--- src/verilog/mips_ctrl_pkg.sv ---
`default_nettype none

package mips_ctrl_pkg;

    typedef enum logic [1:0] {
        FETCH,
        DECODE,
        EXECUTE,
        WRITEBACK // Only LW and JAL get here
    } state_t;

    typedef enum logic [3:0] {
        ALU_ADD,
        ALU_SUB,
        ALU_AND,
        ALU_OR,
        ALU_XOR,
        ALU_SLT,
        ALU_SLL,
        ALU_SRL,
        ALU_LUI,
        ALU_PASS_B,
        ALU_MULTU,
        ALU_EQ, // Zero flag carries the branch condition
        ALU_NE
    } alu_op_t;

    typedef enum logic [2:0] {SRC_B_REG, SRC_B_FOUR, SRC_B_SIMM, SRC_B_ZIMM, SRC_B_BRANCH} src_b_t;

    typedef enum logic [1:0] {PC_SRC_ALU, PC_SRC_ALUOUT, PC_SRC_JUMP, PC_SRC_REG_A} pc_src_t;

    typedef enum logic [2:0] {WB_ALU_OUT, WB_MDR, WB_HI, WB_LO, WB_RA} wb_sel_t;

    typedef enum logic [1:0] {DEST_RT, DEST_RD, DEST_RA} dest_sel_t;

endpackage

`default_nettype wire

--- src/verilog/mips_isa_pkg.sv ---
`default_nettype none

package mips_isa_pkg;

    localparam int WORD_W     = 32; // Data and address width
    localparam int REG_ADDR_W = 5;
    localparam int OPCODE_W   = 6;
    localparam int FUNCT_W    = 6;
    localparam int SHAMT_W    = 5;
    localparam int IMM_W      = 16; // I-type immediate field

    typedef enum logic [OPCODE_W-1:0] {
        OP_RTYPE = 6'b000000, // Decoded further by funct
        OP_J     = 6'b000010,
        OP_JAL   = 6'b000011,
        OP_BEQ   = 6'b000100,
        OP_BNE   = 6'b000101,
        OP_ADDIU = 6'b001001,
        OP_ORI   = 6'b001101,
        OP_LUI   = 6'b001111,
        OP_LW    = 6'b100011,
        OP_SW    = 6'b101011
    } opcode_t;

    typedef enum logic [FUNCT_W-1:0] {
        FN_SLL   = 6'b000000,
        FN_SRL   = 6'b000010,
        FN_JR    = 6'b001000,
        FN_MFHI  = 6'b010000,
        FN_MFLO  = 6'b010010,
        FN_MULTU = 6'b011001,
        FN_ADDU  = 6'b100001,
        FN_SUBU  = 6'b100011,
        FN_AND   = 6'b100100,
        FN_OR    = 6'b100101,
        FN_XOR   = 6'b100110,
        FN_SLT   = 6'b101010
    } funct_t;

endpackage

`default_nettype wire

--- src/verilog/mips_control.sv ---
`timescale 1ns/1ns
`default_nettype none

module mips_control (
    input  logic                     clk,
    input  logic                     reset,
    input  mips_isa_pkg::opcode_t    op,
    input  mips_isa_pkg::funct_t     funct,
    output logic                     mem_read,
    output logic                     mem_write,
    output logic                     ir_write,
    output logic                     iord,
    output logic                     pc_write,
    output logic                     pc_write_cond,
    output logic                     reg_write,
    output logic                     hilo_write,
    output logic                     alu_src_a,
    output mips_ctrl_pkg::src_b_t    alu_src_b,
    output mips_ctrl_pkg::alu_op_t   alu_op,
    output mips_ctrl_pkg::pc_src_t   pc_src,
    output mips_ctrl_pkg::wb_sel_t   wb_sel,
    output mips_ctrl_pkg::dest_sel_t dest_sel
);

    mips_ctrl_pkg::state_t state;
    mips_ctrl_pkg::state_t next_state;

    always_ff @(posedge clk) begin
        if (reset) begin
            state <= mips_ctrl_pkg::FETCH;
        end else begin
            state <= next_state;
        end
    end

    always_comb begin
        case (state)
            mips_ctrl_pkg::FETCH:  next_state = mips_ctrl_pkg::DECODE;
            mips_ctrl_pkg::DECODE: next_state = mips_ctrl_pkg::EXECUTE;
            mips_ctrl_pkg::EXECUTE: begin
                if (op == mips_isa_pkg::OP_LW || op == mips_isa_pkg::OP_JAL) begin
                    next_state = mips_ctrl_pkg::WRITEBACK; // Extra cycle for load data or link
                end else begin
                    next_state = mips_ctrl_pkg::FETCH;
                end
            end
            default: next_state = mips_ctrl_pkg::FETCH;
        endcase
    end

    always_comb begin
        mem_read      = 1'b0;
        mem_write     = 1'b0;
        ir_write      = 1'b0;
        iord          = 1'b0; // Address from PC
        pc_write      = 1'b0;
        pc_write_cond = 1'b0;
        reg_write     = 1'b0;
        hilo_write    = 1'b0;
        alu_src_a     = 1'b0; // Operand A from PC
        alu_src_b     = mips_ctrl_pkg::SRC_B_REG;
        alu_op        = mips_ctrl_pkg::ALU_ADD;
        pc_src        = mips_ctrl_pkg::PC_SRC_ALU;
        wb_sel        = mips_ctrl_pkg::WB_ALU_OUT;
        dest_sel      = mips_ctrl_pkg::DEST_RT;
        case (state)
            mips_ctrl_pkg::FETCH: begin
                mem_read  = 1'b1;
                ir_write  = 1'b1;
                alu_src_b = mips_ctrl_pkg::SRC_B_FOUR; // PC + 4
                pc_write  = !reset; // PC stays at RESET_PC until reset drops
            end
            mips_ctrl_pkg::DECODE: begin
                alu_src_b = mips_ctrl_pkg::SRC_B_BRANCH; // Branch target into ALU-out
            end
            mips_ctrl_pkg::EXECUTE: begin
                alu_src_a = 1'b1;
                case (op)
                    mips_isa_pkg::OP_RTYPE: begin
                        dest_sel  = mips_ctrl_pkg::DEST_RD;
                        reg_write = 1'b1;
                        case (funct)
                            mips_isa_pkg::FN_ADDU: alu_op = mips_ctrl_pkg::ALU_ADD;
                            mips_isa_pkg::FN_SUBU: alu_op = mips_ctrl_pkg::ALU_SUB;
                            mips_isa_pkg::FN_AND:  alu_op = mips_ctrl_pkg::ALU_AND;
                            mips_isa_pkg::FN_OR:   alu_op = mips_ctrl_pkg::ALU_OR;
                            mips_isa_pkg::FN_XOR:  alu_op = mips_ctrl_pkg::ALU_XOR;
                            mips_isa_pkg::FN_SLT:  alu_op = mips_ctrl_pkg::ALU_SLT;
                            mips_isa_pkg::FN_SLL:  alu_op = mips_ctrl_pkg::ALU_SLL;
                            mips_isa_pkg::FN_SRL:  alu_op = mips_ctrl_pkg::ALU_SRL;
                            mips_isa_pkg::FN_MFHI: wb_sel = mips_ctrl_pkg::WB_HI;
                            mips_isa_pkg::FN_MFLO: wb_sel = mips_ctrl_pkg::WB_LO;
                            mips_isa_pkg::FN_JR: begin
                                reg_write = 1'b0;
                                alu_op    = mips_ctrl_pkg::ALU_PASS_B;
                                pc_src    = mips_ctrl_pkg::PC_SRC_REG_A;
                                pc_write  = 1'b1;
                            end
                            mips_isa_pkg::FN_MULTU: begin
                                reg_write  = 1'b0;
                                alu_op     = mips_ctrl_pkg::ALU_MULTU;
                                hilo_write = 1'b1;
                            end
                            default: reg_write = 1'b0; // Unsupported funct is a no-op
                        endcase
                    end
                    mips_isa_pkg::OP_ADDIU: begin
                        alu_src_b = mips_ctrl_pkg::SRC_B_SIMM;
                        reg_write = 1'b1;
                    end
                    mips_isa_pkg::OP_ORI: begin
                        alu_src_b = mips_ctrl_pkg::SRC_B_ZIMM;
                        alu_op    = mips_ctrl_pkg::ALU_OR;
                        reg_write = 1'b1;
                    end
                    mips_isa_pkg::OP_LUI: begin
                        alu_src_b = mips_ctrl_pkg::SRC_B_ZIMM;
                        alu_op    = mips_ctrl_pkg::ALU_LUI;
                        reg_write = 1'b1;
                    end
                    mips_isa_pkg::OP_LW: begin
                        alu_src_b = mips_ctrl_pkg::SRC_B_SIMM;
                        mem_read  = 1'b1;
                        iord      = 1'b1;
                    end
                    mips_isa_pkg::OP_SW: begin
                        alu_src_b = mips_ctrl_pkg::SRC_B_SIMM;
                        mem_write = 1'b1;
                        iord      = 1'b1;
                    end
                    mips_isa_pkg::OP_BEQ, mips_isa_pkg::OP_BNE: begin
                        alu_op = (op == mips_isa_pkg::OP_BEQ) ? mips_ctrl_pkg::ALU_EQ
                                                              : mips_ctrl_pkg::ALU_NE;
                        pc_src        = mips_ctrl_pkg::PC_SRC_ALUOUT; // Target from DECODE
                        pc_write_cond = 1'b1;
                    end
                    mips_isa_pkg::OP_J: begin
                        alu_op   = mips_ctrl_pkg::ALU_PASS_B;
                        pc_src   = mips_ctrl_pkg::PC_SRC_JUMP;
                        pc_write = 1'b1;
                    end
                    default: ; // JAL jumps in WRITEBACK while PC still holds the link
                endcase
            end
            mips_ctrl_pkg::WRITEBACK: begin
                reg_write = 1'b1;
                if (op == mips_isa_pkg::OP_JAL) begin
                    wb_sel   = mips_ctrl_pkg::WB_RA;
                    dest_sel = mips_ctrl_pkg::DEST_RA;
                    pc_src   = mips_ctrl_pkg::PC_SRC_JUMP;
                    pc_write = 1'b1;
                end else begin
                    wb_sel = mips_ctrl_pkg::WB_MDR; // Loaded word to rt
                end
            end
            default: ;
        endcase
    end

    // The memory has one port and takes one access per cycle
    assert property (@(posedge clk) disable iff (reset) !(mem_read && mem_write))
        else $error("mem_read and mem_write high together in state %s", state.name());

endmodule

`default_nettype wire

--- config.mk ---
export PLATFORM = sky130hd
export DESIGN_NAME = mips_control
export DESIGN_NICKNAME = d
export VERILOG_FILES = /design/src/verilog/mips_ctrl_pkg.sv /design/src/verilog/mips_isa_pkg.sv /design/src/verilog/mips_control.sv
export SDC_FILE = /design/constraint.sdc
export NUM_CORES = 1
export LEC_CHECK = 0
export BUFFER_PORTS_ARGS = -buffer_cell sky130_fd_sc_hd__buf_2
export CORE_MARGIN = 3
export CORE_UTILIZATION = 45
export DETAILED_ROUTE_END_ITERATION = 7
export GPL_TIMING_DRIVEN = 0
export PLACE_DENSITY = 0.81
export RECOVER_POWER = 50
export SYNTH_ARGS = -nofsm -noshare
export SYNTH_HDL_FRONTEND = slang
export SYNTH_SLANG_ARGS = --single-unit
--- constraint.sdc ---
create_clock -name clk -period 2 [get_ports clk]
set_clock_uncertainty 0.05 [all_clocks]
set_input_delay 0.2 -clock clk [delete_from_list [all_inputs] [get_ports clk]]
set_output_delay 0.2 -clock clk [all_outputs]
set_load 0.005 [all_outputs]
; ---- After elaboration in Yosys (flattened, before gate mapping)
; Cells that the tools add are included.
[op_classes]
eq_ne = 23
muxes = 38
reduce_logical = 11
[op_table]
columns = operator, n
row1 = $eq 6x6->1 const B, 8
row2 = $pmux 4 s9, 1
row3 = $eq 6x4->1 const B, 4
row4 = $pmux 4 s5, 1
row5 = $eq 6x2->1 const B, 3
row6 = $eq 6x5->1 const B, 3
row7 = $mux 1, 16
row8 = $pmux 2 s2, 4
row9 = $eq 6x3->1 const B, 2
row10 = $logic_not 6->1, 2
row11 = $pmux 2 s3, 2
row12 = $reduce_or 10->1, 1
row13 = $pmux 3 s3, 1
row14 = $mux 2, 4
row15 = $pmux 1 s2, 4
row16 = $mux 3, 2
row17 = $pmux 3 s2, 1
row18 = $reduce_or 2->1, 3
row19 = $reduce_or 3->1, 2
row20 = $eq 2x2->1 const B, 2
row21 = $mux 4, 1
row22 = $pmux 1 s3, 1
row23 = $eq 2x1->1 const B, 1
row24 = $logic_not 2->1, 1
row25 = 2 further kinds, 2
[word_totals]
ff_bits = 2
wordCells = 73
in_bits = 14

; ---- Longest topological paths before layout
; Gate-level depths: netlist (run 1).
[depth]
ltp_word = 5
mapped_depth = 5

; ---- Worst setup path before layout (run 1)
; Ideal clock, no wire load.
[synth_path]
kind = register -> output
start = register state[0]
end = output wb_sel[0]
stages_incl_launch_ff = 6
arrival_ps = 1509
path_buffers = 1
setup_slack_ps = 241
cell_sequence = dfxtp_1 > buf_6 > or4b_4 > nor3_4 > and4b_1 > a31o_1
[synth_via]
elab_chain_cells = 2
word_cells_on_any_way = 3
[synth_lines]
columns = item, line
row1 = from (decl), mips_control.sv:25  ; mips_ctrl_pkg::state_t state;
row2 = from (signal assigned), mips_control.sv:30  ; state <= mips_ctrl_pkg::FETCH;
row3 = from (signal assigned), mips_control.sv:32  ; state <= next_state;
row4 = $eq 2x2->1, mips_control.sv:66  ; case (state)
row5 = $pmux 3 s2 *, mips_control.sv:66
row6 = to (decl), mips_control.sv:21  ; output mips_ctrl_pkg::wb_sel_t wb_sel,
; Mark *: on every way between the ends. The rest lies on a longest branch, timed or not.

; ---- Worst setup path after layout (run 1)
; Same ends and word-level chain as after synthesis.

==> results.md, run 1 <==
- Status: finished, final reports clean
- Post-Synthesis Cell Area: approximately 760 um2
- Vias in the first global route: slightly above 700
- Combinational Power Share: a little over half
- Gr usage total: a little under a fifth
- Diodes inserted: 0
- Placed Area: between 900 and 1000 um2
- Remaining antenna violation count after routing: 0
- Share of post-route cells with drive strength above 1: between 30% and 40%
- Die ar.: about 2200 um2
- CTS Buf Count: 3
- Reg2reg path depth: 4
- Non-filler cells, final: roughly 160
- Top flop regs: state (2)
- Pin count of the biggest net entering global routing: 11
- Sequential power share: about 16%
- CP cell instances: or4b_4 > nor3_4 > and4b_1 > a31o_1 > buf_2
- Worst hold path startpoint: reset
- Peak Freq: 510 MHz
- Initial Util: just under 50%
- Pre-Repair DR Iteration Count: 4
- CTS Root Cell: clkbuf_4
- Critical path origin: state[0]
- Total power: ~0.00028 W
- Fin crit period: between 1500 and 2000 ps
- Clock sink total: 2
- Core box area: approximately 1500 um2
- Reg2Reg Setup Slack: about 960 ps
- Cts hold-fix bufs: 0
- RR Endpoint: state[1]
- Setup crit end: wb_sel[0]
- Worst stage delay on the critical path: approximately 520 ps
- Leak: between 0.4 and 0.5 nW
- IR drop worst, VDD: around 270 uV
- Commonest cells in the netlist: nor2_1 (10), nand2_1 (8), a21oi_1 (7)
- Vias post-DR: 920
- Row count: 14
- DRC viols: 0
- Synth-to-layout area growth: 28.1%
- Startpoint types: flip-flop
- First-pass GRT wire length: around 3000 um
- Most used DFF post-synth: dfxtp_1
- Met2 wire length: 931 um
- Cells after synthesis: between 100 and 150
- Slew @ Worst Pin: 546 ps
- Clk buf depth: 2
- Crit path DAT: about 1700 ps
- Max reg flops: 2
- Number of flops mapped to enable cells by yosys: 0
- I/O Buffers: 31
- Library cells used by synthesis: 46
- Period utilisation layout: a little over nine tenths
- Met3 WL: about 130 um
- YS warnings: 0
- H-tree Lvls: 1
- Syn avg cell area: 7.04 um2
- Final Core Density: around 63%
- Clk_lat worst skew: between 200 and 250 ps
- Fraction of registers with async set/reset: 0%
- CP max FO: 4
- Final Max Tran Viols: 0
- Top sig layer: met4
- Worst-path clk slew: around 30 ps
- Post-detail-place hpwl: roughly 1600 um
- Cell Pwr Density: around 290 nW/um2
- Area contributors post-synth: clkbuf_8 (7.2%), dfxtp_1 (5.3%), nor2_1 (4.9%)
- CP max-delay cell: or4b_4
- Top reg by flops: state
- Antenna violations before repair: 0
- Kind of critical path: flip-flop to output port
- Critical Path RT: between 1500 and 2000 ps
- Yosys top cell by area: clkbuf_8
- Sw power: between 0.0001 and 0.00015 W
- Final Cell Area: 975 um2
- Proportion of netlist area held by the largest area contributor: between 7 and 8%
- Wire per inst: 12.5 um
- Cell internal pwr: 0.000177 W
- Switching Fraction: roughly two fifths
- M1 wire length: a little over 900 um
- Placed cell count: ~160
- RSZ-0062 raised after global routing: yes
- Worst R2R Start: state[0]
- Rel. slew slack: between 60% and 70%
- Fillers: ~150
- Top-count cell post-synth: nor2_1
- I/O pin cnt: 37
- Hold Vio Cnt, Final: 0
- Final setup violating endpoints: 0
- Placer congestion estimate: approximately 0.86
- Yosys reg bits: 2
- DRT Wirelength: just under 2000 um
- HP Class: input pin to flip-flop
- NumNets Final: 159
- Syn_nets: 122
- Max_cap viols: 0
- Die X: 47.1 um
- Die Ht: about 47 um
- Crit path capture type: output port
- Clk pwr share: 31.8%
- Sequential area share after synthesis: around 5.3%
- Final global-route overflow total: 0
- DR iter-0 viols: 16
- CTS tree: yes
- Vias per cell: roughly 5.8
==> through the flow <==
stage               setup TNS [ps]  hold slack [ps]  worst slack (ps)
floorplan                        0              222               241
global placement                 0              342              94.1
detailed placement               0              349              71.6
CTS                              0              108              34.9
global route                 -11.8              118             -11.8
finish                           0              111              39.5
==> cells in the final DEF, fill, tap and decap left out, types with 2 or more instances in the layout <==
master	n
a211oi_1	2
a21oi_1	6
a31oi_1	3
buf_2	26
buf_4	3
buf_6	3
clkbuf_1	8
clkbuf_4	3
clkbuf_8	4
inv_1	4
nand2_1	8
nand2b_1	4
nand3_1	3
nor2_1	9
nor2b_1	2
nor3_1	6
nor4_1	3
o21ai_0	6
o32ai_1	2
or2_1	2
or4b_4	2
xor2_1	3
==> cell type report <==
class | instances | area, um2 | share of cell area [%]
tap | 16 | 20.0 | 2.05
timing repair buffer | 33 | 168 | 17.2
inverter | 4 | 15.0 | 1.54
buffer | 12 | 115 | 11.8
multi-input combinational | 89 | 591 | 60.6
sequential | 2 | 43.8 | 4.49
clock buffer | 3 | 22.5 | 2.31
==> metal layers <==
layer,up-vias,GRT usage [%]
li1,469,-
met1,418,26.5
met2,31,29.3
met3,2,1.92
met4,0,4.97
met5,-,0
==> power by group through the flow <==
stage / Sequential, W / Combinational (W) / Clock, W
after global routing: 0.0000456 / 0.000166 / 0.0000958
after detailed placement: 0.0000454 / 0.000149 / 0
after CTS: 0.0000452 / 0.000149 / 0.0000933
after floorplan: 0.0000452 / 0.000107 / 0
final: 0.0000454 / 0.000149 / 0.0000905
after global placement: 0.0000454 / 0.000146 / 0
==> how the worst min path moves through the flow <==
stage	to	slack [ps]	cells past startpoint
global route	state[0]	120	2
floorplan	state[1]	220	1
global placement	state[1]	340	2
finish	state[1]	110	2
CTS	state[1]	110	2
detailed placement	state[1]	350	2
==> worst max-delay path, delay by kind of cell (launching register included) <==
kind	cells	cell delay (ps)
and+or+nand+nor	3	910
buffers and inverters	1	100
DFF	1	330
AOI/OAI and AO/OA	1	140
==> cell families after synthesis <==
group / synth area share [%]
AOI/OAI and AO/OA: 25.7
xor gates and xnor gates: 4.61
buffers and inverters: 18.6
DFF: 5.26
and+or+nand+nor: 45.9
==> repair_timing <==
item / in CTS / in global routing
hold endpoints to repair: 0 / 0
pin swaps: 3 / 0
setup endpoints to repair: 8 / 4
buffers inserted: 2 / 0
gates resized for setup: 3 / 3
No activity file was read; power rests on OpenSTA's default activity.
==> run 2, diff against run 1 <==
--- a/config.mk
+++ b/config.mk
@@ -7,10 +7,10 @@
 export LEC_CHECK = 0
 export BUFFER_PORTS_ARGS = -buffer_cell sky130_fd_sc_hd__buf_2
 export CORE_MARGIN = 3
-export CORE_UTILIZATION = 45
+export CORE_UTILIZATION = 46
 export DETAILED_ROUTE_END_ITERATION = 7
 export GPL_TIMING_DRIVEN = 0
-export PLACE_DENSITY = 0.81
+export PLACE_DENSITY = 0.83
 export RECOVER_POWER = 50
 export SYNTH_ARGS = -nofsm -noshare
 export SYNTH_HDL_FRONTEND = slang
==> results.md, run 2 (synthesis gave the netlist of run 1 again) <==
- Antenna violations before repair: 0
- Commonest non-fill, non-tap cells in the layout: buf_2 (27), nor2_1 (10), nand2_1 (8)
- Row count: 14
- Max reg flops: 2
- Hold Crit Endpoint: state[0]
- Worst stage delay on the critical path: about 520 ps
- Gr usage total: roughly 22%
- Placer congestion estimate: 0.844
- Synth-to-layout area growth: 28.3%
- NumNets Final: between 150 and 200
- Vias post-DR: 992
- Post-detail-place hpwl: between 1500 and 2000 um
- I/O Buffers: 31
- Clk_lat worst skew: roughly 230 ps
- Fillers: 154
- Initial Util: around 50%
- Pre-CTS setup slack: 88.5 ps
- RSZ-0062 raised after global routing: yes
- Startpoint types: flip-flop
- Slew @ Worst Pin: between 500 and 600 ps
- Crit path capture type: output port
- Critical Path RT: between 1500 and 2000 ps
- Period utilisation layout: 99.7%
- Peak Freq: 502 MHz
- Cell Pwr Density: slightly below 300 nW/um2
- First-pass GRT wire length: 3560 um
- Share of post-route cells with drive strength above 1: between 30% and 40%
- Grt met1 use: between 30 and 40%
- CP max-delay cell: or4b_4
- Pin count of the biggest net entering global routing: 11
- Met3 Track Usage GR: about 3.5%
- Clk buf depth: 2
- GR peak layer: met2
- Die ar.: 2180 um2
- Worst R2R Start: state[0]
- Die Ht: about 47 um
- Final setup violating endpoints: 0
- Wire per inst: around 14 um
- DR iter-0 viols: 40
- Cts hold-fix bufs: 0
- Reg2reg path depth: 4
- Hold Vio Cnt, Final: 0
- Max_cap viols: 0
- Remaining antenna violation count after routing: 0
- Top flop regs: state (2)
- DRC viols: 0
- Pre-Repair DR Iteration Count: 4
- CP cell instances: or4b_4 > o32ai_1 > or2_1 > buf_2
- RR Endpoint: state[1]
- Worst-path clk slew: around 30 ps
- Area of all sequential standard cells: roughly 44 um2
- DRT Wirelength: 2250 um
- CP max FO: 4
- Clock sink total: 2
- Worst hold path startpoint: reset
- Commonest non-fill, non-tap cell in the layout: buf_2
- Hold Crit Depth: 2
- Met2 usage: approximately a third
- Vias per cell: between 6 and 7
- Top reg by flops: state
- IR drop worst, VDD: 328 uV
- Final global-route overflow total: 0
- Final Max Tran Viols: 0
- CTS Root Cell: clkbuf_4
- Diodes inserted: 0
- Final Core Density: 64.0%
- Critical path origin: state[0]
- Rel. slew slack: approximately 65%
- Die X: approximately 47 um
- Crit path DAT: 1740 ps
- Reg2Reg Setup Slack: about 940 ps
- Leak: 0.452 nW
- Vias in the first global route: slightly above 800
- I/O pin cnt: 37
- Kind of critical path: flip-flop to output port
- Min setup slack post-route: 6.78 ps
- Footprint of the multi-input gates: about 580 um2
- Status: finished, final reports clean
- CTS tree: yes
- HP Class: input pin to flip-flop
- CTS Buf Count: 3
- Fin crit period: about 2000 ps
- H-tree Lvls: 1
- Core box area: ~1500 um2
## run 2: power by group
part / internal (W) / switching [W]
Sequential: 0.0000437 / 0.00000184
Clock: 0.0000663 / 0.0000247
Combinational: 0.0000669 / 0.0000848
## run 2: worst max path at each step
| stage | to | slack (ps) | cells past startpoint |
|---|---|---|---|
| after floorplan | wb_sel[0] | 240 | 5 |
| after global placement | hilo_write | 110 | 5 |
| after detailed placement | alu_op[2] | 90 | 7 |
| after CTS | wb_sel[0] | -30 | 5 |
| after global routing | hilo_write | -50 | 4 |
| final | pc_write | 7 | 4 |
## run 2: area by class of cell
type	count	share of cell area [%]
sequential	2	4.49
inverter	4	1.54
timing repair buffer	34	18.5
multi-input combinational	89	59.4
tap	16	2.05
buffer	12	11.8
clock buffer	3	2.31
## run 2: layer usage
layer,wire length [um],vias to the layer above,share of wire [%]
li1,-,472,-
met1,940,461,42
met2,1120,55,50
met3,160,4,7.1
met4,35,0,1.6
met5,0,-,0
## run 2: through the flow
| step | TNS, ps | total power (W) | cells | area (um2) | hold slack, ps |
|---|---|---|---|---|---|
| global placement | 0 | 0.000192 | 155 | 936 | 343 |
| detailed placement | 0 | 0.000197 | 155 | 936 | 345 |
| CTS | -30.0 | 0.000292 | 160 | 980 | 99.1 |
| global route | -172 | 0.000316 | 160 | 976 | 109 |
| finish | 0 | 0.000288 | 160 | 976 | 107 |
| floorplan | 0 | 0.000152 | 108 | 761 | 222 |
## run 2: what timing repair did
| action | CTS | global route |
|---|---|---|
| pin swaps | 4 | 1 |
| resized for setup | 3 | 1 |
| setup buffers | 3 | 0 |
| setup endpoints to repair | 10 | 7 |
## run 2: critical path, delay by kind of cell (launching register included)
| family | cells | cell delay [ps] |
|---|---|---|
| simple gates | 2 | 690 |
| buf+inv | 1 | 110 |
| flops | 1 | 330 |
| compound gates | 1 | 390 |
==> run 3, diff against run 2 <==
==> constraint.sdc (replaced) <==
create_clock -name clk -period 1.9 [get_ports clk]
set_clock_uncertainty 0.05 [all_clocks]
set_input_delay 0.19 -clock clk [delete_from_list [all_inputs] [get_ports clk]]
set_output_delay 0.19 -clock clk [all_outputs]
set_load 0.005 [all_outputs]
==> results.md, run 3 (synthesis gave the netlist of run 1 again) <==
- Min setup slack post-route: -103 ps
- First-pass GRT wire length: around 3600 um
- TNS Setup: -389 ps
- Initial Util: between 40% and 50%
- CTS tree: yes
- Top flop regs: state (2)
- Sequential power share: approximately 16%
- CP cell instances: or4b_4 > o32ai_1 > or2_1 > buf_2
- Kind of critical path: flip-flop to output port
- Core box area: ~1500 um2
- Gr usage total: 22.0%
- IR drop worst, VDD: about 350 uV
- I/O pin cnt: 37
- CTS Root Cell: clkbuf_4
- Period utilisation layout: 105%
- Final global-route overflow total: 0
- Vias per cell: 6.03
- Cts hold-fix bufs: 0
- NumNets Final: between 150 and 200
- Clk pwr share: between 30% and 40%
- RSZ-0062 raised after global routing: yes
- H-tree Lvls: 1
- Final setup violating endpoints: 9
- Remaining antenna violation count after routing: 0
- Buf/Inv on CP: 1
- Startpoint types: flip-flop
- CP max-delay cell: or4b_4
- Worst stage delay on the critical path: about 530 ps
- Die X: 46.7 um
- Synth-to-layout area growth: 29.4%
- Rel. slew slack: approximately two thirds
- CP max FO: 4
- Leak: 0.455 nW
- Pre-Repair DR Iteration Count: 4
- Max_cap viols: 0
- Status: finished with violations
- DRC viols: 0
- Pin count of the biggest net entering global routing: 11
- Hold Vio Cnt, Final: 0
- Cell Pwr Density: about 310 nW/um2
- Share of post-route cells with drive strength above 1: between 30% and 40%
- Switching Fraction: between 30 and 40%
- Cell internal pwr: 0.000186 W
- Crit-path leading delay family: simple AND/OR/NAND/NOR gates
- Commonest non-fill, non-tap cells in the layout: buf_2 (27), nor2_1 (10), nand2_1 (8)
- Combinational Power Share: a little over half
- Row count: 14
- DRT Wirelength: between 2000 and 2500 um
- Die ar.: approximately 2200 um2
- Peak Freq: roughly 500 MHz
- I/O Buffers: 31
- Clock sink total: 2
- Wire per inst: roughly 14 um
- Fin crit period: approximately 2000 ps
- Crit path capture type: output port
- Antenna violations before repair: 0
- Slew @ Worst Pin: a little over 500 ps
- Commonest non-fill, non-tap cell in the layout: buf_2
- Top reg by flops: state
- Clk_lat worst skew: 230 ps
- Max reg flops: 2
- Placer congestion estimate: approximately 0.84
- HP Class: input pin to flip-flop
- Diodes inserted: 0
- DR iter-0 viols: 35
- Crit path DAT: 1760 ps
- CTS Buf Count: 3
- Vias in the first global route: 811
- Final Max Tran Viols: 0
- Critical Path RT: approximately 1700 ps
- Sw power: about 0.00012 W
- Post-detail-place hpwl: between 1500 and 2000 um
- Worst-path clk slew: roughly 30 ps
- Final Core Density: between 60% and 70%
- Die Ht: ~47 um
- Vias post-DR: just under 1000
- Failing checks: negative setup slack
- Clk buf depth: 2
==> run 3: power groups by stage <==
| stage | Combinational (W) | Sequential (W) | Clock [W] |
|---|---|---|---|
| global placement | 0.000155 | 0.0000477 | 0 |
| global route | 0.000178 | 0.0000480 | 0.000108 |
| floorplan | 0.000112 | 0.0000476 | 0 |
| detailed placement | 0.000159 | 0.0000478 | 0 |
| CTS | 0.000159 | 0.0000476 | 0.000102 |
| finish | 0.000161 | 0.0000478 | 0.0000958 |
==> run 3: worst reg2reg max path, stage by stage (launching register included) <==
cell     delay, ps
dfxtp_4        330
buf_4          140
and2b_1        220
a21oi_1        150
nor2_1          50
==> run 3: layer usage <==
| layer | track usage [%] | vias to the layer above | routed length (um) |
|---|---|---|---|
| met3 | 3.52 | 4 | 121 |
| met4 | 6.63 | 0 | 35 |
| met2 | 34.3 | 35 | 1080 |
| met5 | 0 | - | 0 |
| met1 | 30.7 | 451 | 994 |
| li1 | - | 474 | - |
==> run 3: layout make-up <==
type / count / area (um2)
Clock buffer: 3 / 22.5
Fill cell: 151 / 539
Inverter: 4 / 15.0
Buffer: 12 / 115
Sequential cell: 2 / 43.8
Timing Repair Buffer: 34 / 180
Multi-Input combinational cell: 89 / 588
Tap cell: 16 / 20.0
==> run 3: stage by stage <==
step           hold WS, ps  power [W]  area, um2  worst slack, ps  instances
5_1_grt               99.2   0.000334        985             -149        160
4_1_cts               89.1   0.000308        985             -120        160
3_3_place_gp           333   0.000202        936             21.6        155
6_report              98.0   0.000304        985             -103        160
3_5_place_dp           335   0.000207        936             8.52        155
2_1_floorplan          212   0.000160        761              151        108
==> run 3: worst paths after layout <==
| kind | start | end | slack (ps) | depth (start not counted) |
|---|---|---|---|---|
| hold / removal | reset | state[0] | 100 | 2 |
| hold reg to reg | state[0] | state[0] | 520 | 2 |
| setup reg to reg | state[0] | state[1] | 840 | 4 |
| setup / recovery | state[0] | pc_write | -100 | 4 |
==> run 3: what timing repair did <==
item                                    4_1_cts  5_1_grt
hold endpoints to repair                      0        0
resized for setup                             4        1
pin swaps                                     4        2
endpoints found under the setup margin       11       10
buffers inserted                              3        0
